<file path="src/verilog/tdc_defines.svh">
// sizing macros for the TDC channel, included by the package and by every RTL file that sizes ports
`ifndef TDC_DEFINES_SVH
`define TDC_DEFINES_SVH

// taps in the sampled delay line
`define TDC_TAPS 96

// taps per coarse group in the encoder
// TDC_TAPS must be a multiple of this
`define TDC_GROUP 6

// coarse counter width in bits
`define COARSE_WIDTH 16

// default event buffer depth
// power of two, at least 2
`define FIFO_DEPTH 4

`endif

</file>
<file path="src/verilog/tdc_pkg.sv">
// shared timestamp types and readout state encoding, imported by the TDC channel RTL
`include "tdc_defines.svh"

package tdc_pkg;

  // coarse timestamp in clock cycles
  typedef logic [`COARSE_WIDTH-1:0] coarse_t;

  // fine position inside the delay line
  // 7 bits hold 0 to 95
  typedef logic [$clog2(`TDC_TAPS)-1:0] fine_t;

  // four-phase readout states
  // idle: output side free, may load a new event
  // req_high: data presented, waiting for ack
  // wait_ack_low: req dropped, waiting for ack to return low
  typedef enum logic [1:0] {
    idle         = 2'd0,
    req_high     = 2'd1,
    wait_ack_low = 2'd2
  } readout_state_t;

endpackage

</file>
<file path="src/verilog/tdc_event_if.sv">
// valid/ready event channel carrying one timestamped hit between the channel blocks
`timescale 1ns/10ps

interface tdc_event_if;
  import tdc_pkg::*;

  // event offered by the source
  logic    valid;
  // sink can take the event this cycle
  logic    ready;
  // payload
  coarse_t coarse;
  fine_t   fine;

  // transfer on a rising CLK edge with valid and ready both high

  modport source (
    output valid,
    output coarse,
    output fine,
    input  ready
  );

  modport sink (
    input  valid,
    input  coarse,
    input  fine,
    output ready
  );

endinterface

</file>
<file path="src/verilog/priority_encoder.sv">
// pipelined thermometer-to-binary encoder for the sampled delay line, used inside hit_stamper
`timescale 1ns/10ps
`include "tdc_defines.svh"

module priority_encoder (
  input  logic                 CLK,
  input  logic                 arst_n,
  input  logic [`TDC_TAPS-1:0] sample,
  input  logic                 sample_valid,
  output tdc_pkg::fine_t       position,
  output logic                 position_valid
);
  import tdc_pkg::*;

  localparam int GROUPS = `TDC_TAPS / `TDC_GROUP;
  // two groups wide, so a bubble next to the edge still lands inside
  localparam int WINDOW = 2 * `TDC_GROUP;
  // zero padding lets the window start at the last group
  localparam int EXT_W  = `TDC_TAPS + WINDOW;
  localparam int IDX_W  = $clog2(GROUPS);
  localparam int CNT_W  = $clog2(WINDOW + 1);
  localparam int STAGES = 4;

  // marks the last full group, one bit per group boundary
  function automatic logic [GROUPS-2:0] therm2onehot(input logic [GROUPS-1:0] thermo);
    logic [GROUPS-2:0] onehot;
    for (int i = 0; i < GROUPS - 1; i++) begin
      onehot[i] = thermo[i] & ~thermo[i+1];
    end
    return onehot;
  endfunction

  // index of the first group that is not full
  // no full group at all gives 0
  function automatic logic [IDX_W-1:0] onehot2bin(input logic [GROUPS-2:0] onehot);
    logic [IDX_W-1:0] idx;
    idx = '0;
    for (int i = 0; i < GROUPS - 1; i++) begin
      if (onehot[i]) begin
        idx = IDX_W'(i + 1);
      end
    end
    return idx;
  endfunction

  // ones in the window, tolerates bubbles
  function automatic logic [CNT_W-1:0] ones_count(input logic [WINDOW-1:0] code);
    logic [CNT_W-1:0] cnt;
    cnt = '0;
    for (int i = 0; i < WINDOW; i++) begin
      cnt = cnt + CNT_W'(code[i]);
    end
    return cnt;
  endfunction

  // stage 1
  logic [GROUPS-1:0] coarse_code;
  logic [EXT_W-1:0]  bins_ext;
  // stage 2
  logic [IDX_W-1:0]  group_idx;
  logic [EXT_W-1:0]  bins_dly;
  // stage 3
  logic [IDX_W-1:0]  group_idx_dly;
  logic [WINDOW-1:0] window;
  // valid travels beside the data
  logic [STAGES-1:0] valid_sr;

  // datapath, no reset
  always_ff @(posedge CLK) begin
    // full groups as a coarse thermometer
    for (int g = 0; g < GROUPS; g++) begin
      coarse_code[g] <= &sample[g*`TDC_GROUP +: `TDC_GROUP];
    end
    bins_ext <= {{WINDOW{1'b0}}, sample};
    // group index of the transition
    group_idx <= onehot2bin(therm2onehot(coarse_code));
    bins_dly  <= bins_ext;
    // cut out the region around the transition
    group_idx_dly <= group_idx;
    window        <= bins_dly[group_idx*`TDC_GROUP +: WINDOW];
    // group base plus the ones inside the window
    position <= fine_t'(group_idx_dly * `TDC_GROUP) + fine_t'(ones_count(window));
  end

  always_ff @(posedge CLK or negedge arst_n) begin
    if (!arst_n) begin
      valid_sr <= '0;
    end else begin
      valid_sr <= {valid_sr[STAGES-2:0], sample_valid};
    end
  end

  assign position_valid = valid_sr[STAGES-1];

endmodule

</file>
<file path="src/verilog/hit_stamper.sv">
// event producer: stamps each hit with the coarse counter and its encoded fine position
`timescale 1ns/10ps
`include "tdc_defines.svh"

module hit_stamper (
  input  logic                 CLK,
  input  logic                 arst_n,
  input  logic [`TDC_TAPS-1:0] sample,
  input  logic                 hit,
  tdc_event_if.source          ev,
  output logic [7:0]           lost_count
);
  import tdc_pkg::*;

  // must match the encoder latency
  localparam int STAGES = 4;
  localparam logic [7:0] LOST_MAX = 8'hff;

  coarse_t coarse_cnt;
  // timestamp delay line, aligned with the encoder pipeline
  coarse_t stamp_dly [STAGES];
  fine_t   position;
  logic    position_valid;
  // event offered while the buffer is full
  logic    drop;

  // free running, wraps
  always_ff @(posedge CLK or negedge arst_n) begin
    if (!arst_n) begin
      coarse_cnt <= '0;
    end else begin
      coarse_cnt <= coarse_cnt + 1'b1;
    end
  end

  // counter value at the hit edge enters here
  // shifts every cycle, the valid bit marks the real ones
  always_ff @(posedge CLK) begin
    stamp_dly[0] <= coarse_cnt;
    for (int i = 1; i < STAGES; i++) begin
      stamp_dly[i] <= stamp_dly[i-1];
    end
  end

  priority_encoder enc_i (
    .CLK            (CLK),
    .arst_n         (arst_n),
    .sample         (sample),
    .sample_valid   (hit),
    .position       (position),
    .position_valid (position_valid)
  );

  // offered once, never held back
  assign ev.valid  = position_valid;
  assign ev.coarse = stamp_dly[STAGES-1];
  assign ev.fine   = position;

  assign drop = ev.valid & ~ev.ready;

  // lost events, saturating
  always_ff @(posedge CLK or negedge arst_n) begin
    if (!arst_n) begin
      lost_count <= '0;
    end else if (drop && lost_count != LOST_MAX) begin
      lost_count <= lost_count + 1'b1;
    end
  end

endmodule

</file>
<file path="src/verilog/event_fifo.sv">
// circular event buffer between the stamper and the readout, shows the oldest event at its output
`timescale 1ns/10ps
`include "tdc_defines.svh"

module event_fifo #(
  // power of two, at least 2
  parameter int DEPTH = `FIFO_DEPTH
) (
  input  logic        CLK,
  input  logic        arst_n,
  tdc_event_if.sink   wr,
  tdc_event_if.source rd
);
  import tdc_pkg::*;

  localparam int PTR_W = $clog2(DEPTH);

  // storage
  coarse_t mem_coarse [DEPTH];
  fine_t   mem_fine   [DEPTH];

  // pointers wrap on their own
  logic [PTR_W-1:0] wr_ptr;
  logic [PTR_W-1:0] rd_ptr;
  // one extra bit to tell full from empty
  logic [PTR_W:0]   fill;
  logic             full;
  logic             empty;
  logic             push;
  logic             pop;

  assign full  = (fill == (PTR_W+1)'(DEPTH));
  assign empty = (fill == '0);
  assign push  = wr.valid & wr.ready;
  assign pop   = rd.valid & rd.ready;

  always_ff @(posedge CLK) begin
    if (push) begin
      mem_coarse[wr_ptr] <= wr.coarse;
      mem_fine[wr_ptr]   <= wr.fine;
    end
  end

  always_ff @(posedge CLK or negedge arst_n) begin
    if (!arst_n) begin
      wr_ptr <= '0;
      rd_ptr <= '0;
      fill   <= '0;
    end else begin
      if (push) begin
        wr_ptr <= wr_ptr + 1'b1;
      end
      if (pop) begin
        rd_ptr <= rd_ptr + 1'b1;
      end
      // simultaneous push and pop leaves the fill level alone
      case ({push, pop})
        2'b10:   fill <= fill + 1'b1;
        2'b01:   fill <= fill - 1'b1;
        default: fill <= fill;
      endcase
    end
  end

  // write side
  assign wr.ready = ~full;

  // oldest entry, valid whenever not empty
  assign rd.valid  = ~empty;
  assign rd.coarse = mem_coarse[rd_ptr];
  assign rd.fine   = mem_fine[rd_ptr];

endmodule

</file>
<file path="src/verilog/readout_handshake.sv">
// event consumer: presents buffered events on a four-phase req/ack output
`timescale 1ns/10ps

module readout_handshake (
  input  logic             CLK,
  input  logic             arst_n,
  tdc_event_if.sink        ev,
  output logic             req,
  input  logic             ack,
  output tdc_pkg::coarse_t coarse_out,
  output tdc_pkg::fine_t   fine_out
);
  import tdc_pkg::*;

  readout_state_t state;
  readout_state_t state_nxt;
  // event popped from the buffer this cycle
  logic           take;

  // only take new data while the output side is free
  assign ev.ready = (state == idle);
  assign take     = ev.valid & ev.ready;

  // req follows the state register directly
  // rises on the same edge as the new data
  assign req = (state == req_high);

  always_comb begin
    state_nxt = state;
    case (state)
      idle: begin
        if (ev.valid) begin
          state_nxt = req_high;
        end
      end
      req_high: begin
        // receiver has the data
        if (ack) begin
          state_nxt = wait_ack_low;
        end
      end
      wait_ack_low: begin
        // end of the four-phase cycle
        if (!ack) begin
          state_nxt = idle;
        end
      end
      default: begin
        state_nxt = idle;
      end
    endcase
  end

  always_ff @(posedge CLK or negedge arst_n) begin
    if (!arst_n) begin
      state <= idle;
    end else begin
      state <= state_nxt;
    end
  end

  // output data, held until the next take
  // stays put through req_high and wait_ack_low
  always_ff @(posedge CLK) begin
    if (take) begin
      coarse_out <= ev.coarse;
      fine_out   <= ev.fine;
    end
  end

endmodule

</file>
<file path="src/verilog/tdc_channel.sv">
// top level of one TDC channel: stamper, event buffer and four-phase readout behind plain ports
`timescale 1ns/10ps
`include "tdc_defines.svh"

module tdc_channel (
  input  logic                                CLK,
  input  logic                                arst_n,
  // sampled thermometer code and its strobe
  input  logic [`TDC_TAPS-1:0]                sample,
  input  logic                                hit,
  // four-phase readout
  output logic                                req,
  input  logic                                ack,
  output logic [`COARSE_WIDTH-1:0]            coarse_out,
  output logic [$bits(tdc_pkg::fine_t)-1:0]   fine_out,
  // events dropped on a full buffer
  output logic [7:0]                          lost_count
);

  // stamper to buffer
  tdc_event_if stamp_if ();
  // buffer to readout
  tdc_event_if read_if ();

  // producer
  // drops events when the buffer is full
  hit_stamper stamper_i (
    .CLK        (CLK),
    .arst_n     (arst_n),
    .sample     (sample),
    .hit        (hit),
    .ev         (stamp_if.source),
    .lost_count (lost_count)
  );

  // buffer
  event_fifo #(
    .DEPTH (`FIFO_DEPTH)
  ) fifo_i (
    .CLK    (CLK),
    .arst_n (arst_n),
    .wr     (stamp_if.sink),
    .rd     (read_if.source)
  );

  // consumer
  // holds one event on the outputs while the handshake runs
  readout_handshake readout_i (
    .CLK        (CLK),
    .arst_n     (arst_n),
    .ev         (read_if.sink),
    .req        (req),
    .ack        (ack),
    .coarse_out (coarse_out),
    .fine_out   (fine_out)
  );

endmodule

</file>
<file path="config.mk">
export PLATFORM = sky130hd
export DESIGN_NAME = tdc_channel
export DESIGN_NICKNAME = d
export VERILOG_FILES = /design/src/verilog/tdc_pkg.sv /design/src/verilog/tdc_event_if.sv /design/src/verilog/priority_encoder.sv /design/src/verilog/hit_stamper.sv /design/src/verilog/event_fifo.sv /design/src/verilog/readout_handshake.sv /design/src/verilog/tdc_channel.sv
export VERILOG_INCLUDE_DIRS = /design/src /design/src/verilog
export SDC_FILE = /design/constraint.sdc
export NUM_CORES = 1
export LEC_CHECK = 0
export ABC_AREA = 0
export BUFFER_PORTS_ARGS = -buffer_cell sky130_fd_sc_hd__buf_2
export CORE_MARGIN = 4
export CORE_UTILIZATION = 50
export CTS_CLUSTER_DIAMETER = 150
export CTS_CLUSTER_SIZE = 30
export DETAILED_ROUTE_END_ITERATION = 10
export PLACE_DENSITY = 0.79
export SYNTH_ARGS = -nofsm -noshare
export SYNTH_HDL_FRONTEND = slang
export SYNTH_SLANG_ARGS = --single-unit
</file>
<file path="constraint.sdc">
create_clock -name CLK -period 3.69 [get_ports CLK]
set_input_delay 0.1845 -clock CLK [delete_from_list [all_inputs] [get_ports CLK]]
set_output_delay 0.1845 -clock CLK [all_outputs]
set_load 0.005 [all_outputs]
</file>
==> key figures <==
CTS
  • Skew-Pair Late Insertion Delay: 0.52 ns
  • Clk Tree Root Cell: clkbuf_16
  • Clock Sinks: 451
  • Clk buf depth: 3
  • CTS buffer count: 19
  • CTS tree: yes
  • Clk pin slew, worst setup/hold paths: 0.12 ns
  • Depth of the CTS H-tree: 1

Global routing
  • GR Util All Layers: 17.9%
  • Initial antenna violation count: 0
  • Vias in the first global route: 9,776
  • First-pass GRT wire length: 51,600 µm
  • GRT overflow: 0
  • Pin count of the biggest net entering global routing: 68

Synth
  • Post-synth top cells: dfxtp_1, edfxtp_1, mux2i_1, mux4_2, nand2_1
  • Synth top area share: 37.2%
  • Count leader, synth: dfxtp_1
  • Post-synth EDFFs: 115
  • Post-Syn Nets: 1,238
  • YS warnings: 0
  • Ys flop type: dfxtp_1
  • Register area share after synthesis: 64.4%
  • Distinct cells, synth: 57
  • Number of synthesized register bits: 451
  • Post-synthesis cell count: 1,103
  • Synth top area cells: dfxtp_1, edfxtp_1, mux4_2, dfrtp_1, mux2i_1
  • Mapped Avg Cell Area: 14.6 µm²
  • Synth area leader: dfxtp_1
  • FFs w/ async S/R, synth: 8.20%
  • Cell Area, Synth: 16,100 µm²

Detailed routing
  • WL per Instance: 18.4 µm
  • Initial DRC Count: 572
  • Routed Antenna Nets: 0
  • DR pass1 iterations: 5
  • Vias: 9,331
  • DRC: 0
  • Vias/cell: 5.33
  • Routed wire length: 32,200 µm

Floorplanning
  • Core Region: 31,600 µm²
  • Die ar.: 35,100 µm²
  • Initial Util: 50.9%
  • Die height: 187 µm
  • Die width: 187 µm
  • IO Count: 132
  • Row cnt: 65

Timing
  • Setup WS post-layout: 0.0785 ns
  • Period utilization: 97.9%
  • Worst-margin pin slew: 1.08 ns
  • Hold Vio Cnt, Final: 0
  • Max frequency: 277 MHz
  • Fin crit period: 3.61 ns
  • # setup viols final: 0
  • Clock skew: 0.0300 ns
  • Pins Over Slew Limit: 0
  • Slew margin rel.: 27.8%
  • RSZ-0062 raised after global routing: yes

Run
  • Max-Cap Viols: 0

Setup path
  • CP Data Arrival Time: 4.07 ns
  • Setup CP Type: reg -> reg
  • Crit path top cell by count: fa_1
  • CP Capture Type: flip-flop
  • CP required: 4.15 ns
  • CP Cell Sequence: fa_1 -> inv_2 -> fa_1 -> fa_1 -> fa_1 -> inv_1 -> ha_2 -> inv_2 -> fa_2 -> inv_2 -> a21oi_2 -> o21ai_1 -> a21oi_1 -> nor2b_1 -> xnor2_1
  • CP startpoint kind: flip-flop
  • Slowest cell on the critical path: fa_1
  • Crit path max fanout: 2
  • Slowest cell delay on critical path: 0.54 ns

Cells and area
  • Area Overhead vs Synth: 16.7%
  • Share of layout cells above drive strength 1: 21.2%
  • Antenna diode count: 0
  • Filler cells: 2,334
  • Multi-input logic area: 5370 µm²
  • Cell area after layout: 18,800 µm²
  • Final nets: 1,476
  • Register Area: 10,400 µm²

Power and ir drop
  • Power per cell area: 634 nW/µm²
  • Total design power: 11.9 mW
  • Leakage: 7.44 nW
  • VDD IR max: 0.000515 V

Placement
  • DP HPWL: 21,900 µm
  • Pre-CTS setup slack: -0.0261 ns
  • Area after DPL: 17,200 µm²
  • Buffers added on ports: 131
  • Routability congestion estimate: 0.887

Run status
  • Status: complete, no violations

Hold path
  • Hold Path Class: in -> reg
final cells by class:
class                      instances  area share (%)
clock buffer                      28            2.71
clock inverter                     2           0.206
inverter                          41           0.819
multi-input combinational        570            28.6
sequential                       451            55.2
tap                              402            2.68
timing repair buffer             258            9.88
stage by stage:
step | instances | TNS, ns | hold WS (ns) | utilization, %
final | 1752 | 0 | 0.286 | 59.4
after global routing | 1752 | -0.113 | 0.284 | 59.4
after CTS | 1751 | 0 | 0.267 | 59.4
after detailed placement | 1622 | -0.0261 | 0.302 | 54.5
after global placement | 1622 | 0 | 0.301 | 54.5
after floorplan | 1103 | 0 | -0.111 | -
logic make-up after synthesis:
group,share of synthesized area (%)
AO/OA/AOI/OAI,4.63
XOR/XNOR,2.00
adder cells (fa/ha/maj),3.19
buffers and inverters,2.57
flip-flops,64.4
multiplexers,17.3
AND/OR/NAND/NOR,5.90
final timing paths:
check                                                  start                           end  slack, ns  cells past startpoint
worst max-delay path               stamper_i.enc_i.window[3]   stamper_i.enc_i.position[6]       0.08                     15
worst min-delay path                              sample[46]  stamper_i.enc_i.bins_ext[46]       0.29                      2
worst max register to register     stamper_i.enc_i.window[3]   stamper_i.enc_i.position[6]       0.08                     15
worst min register to register  stamper_i.enc_i.bins_ext[25]  stamper_i.enc_i.bins_dly[25]       0.32                      0
max in group asynchronous                             arst_n              fifo_i.rd_ptr[1]       2.86                      2
min in group asynchronous                             arst_n       stamper_i.lost_count[0]       0.30                      2
routing by layer:
| metal | GRT usage, % | vias to the layer above | part of all wire, % |
|---|---|---|---|
| li1 | - | 4489 | - |
| met1 | 22.7 | 4546 | 41 |
| met2 | 33.2 | 253 | 52 |
| met3 | 2.11 | 43 | 4.2 |
| met4 | 4.01 | 0 | 2.3 |
| met5 | 0 | - | 0 |
worst max-delay path: cells and delay by family (launching register included):
| family | cells | cell delay [ns] |
|---|---|---|
| buffers and inverters | 4 | 0.20 |
| AOI/OAI and AO/OA | 3 | 0.31 |
| DFF | 1 | 0.34 |
| and+or+nand+nor | 1 | 0.14 |
| xor gates and xnor gates | 1 | 0.12 |
| adders and majority gates | 6 | 2.42 |
placed cells by master (no fill, tap or decap), types with 8 or more instances in the layout:
| master | n |
|---|---|
| nand3_1 | 21 |
| xnor2_1 | 23 |
| nand2b_1 | 9 |
| and3_1 | 11 |
| mux2_2 | 8 |
| dlygate4sd3_1 | 99 |
| o21ai_0 | 26 |
| nand4_1 | 21 |
| mux2i_1 | 90 |
| edfxtp_1 | 115 |
| a21oi_1 | 26 |
| nand2_1 | 70 |
| buf_2 | 131 |
| inv_1 | 35 |
| clkbuf_1 | 9 |
| nor2_1 | 46 |
| mux4_2 | 80 |
| o22ai_1 | 17 |
| buf_4 | 28 |
| xor2_1 | 11 |
| fa_1 | 9 |
| dfrtp_1 | 37 |
| clkbuf_16 | 19 |
| ha_1 | 23 |
| dfxtp_1 | 296 |
sequential cells by signal (all words and copies together), names as in the netlist:
register                       cells
stamper_i.enc_i.valid_sr           4
readout_i.fine_out                 7
stamper_i.enc_i.group_idx_dly      4
stamper_i.lost_count               8
stamper_i.enc_i.group_idx          4
fifo_i.fill                        3
fifo_i.wr_ptr                      2
fifo_i.mem_coarse                 64
stamper_i.coarse_cnt              16
fifo_i.mem_fine                   28
stamper_i.enc_i.position           7
fifo_i.rd_ptr                      2
stamper_i.stamp_dly               64
readout_i.state                    2
stamper_i.enc_i.bins_ext          96
stamper_i.enc_i.bins_dly          96
stamper_i.enc_i.window            12
readout_i.coarse_out              16
stamper_i.enc_i.coarse_code       16
timing repair:
item | 4_1_cts | 5_1_grt
resized for setup | 1 | 8
endpoints found under the setup margin | 1 | 2
pin swaps | 0 | 2
buffers inserted | 0 | 2
endpoints found under the hold margin | 152 | 0
hold buffers | 99 | 0
power breakdown:
part | leakage [nW] | switching (mW) | total, mW | internal, mW
Clock | 0.261 | 1.43 | 2.42 | 0.993
Combinational | 3.17 | 1.60 | 3.28 | 1.68
Sequential | 4.01 | 0.343 | 6.22 | 5.87
Total | 7.44 | 3.37 | 11.9 | 8.55
No activity file was read; power rests on OpenSTA's default activity.
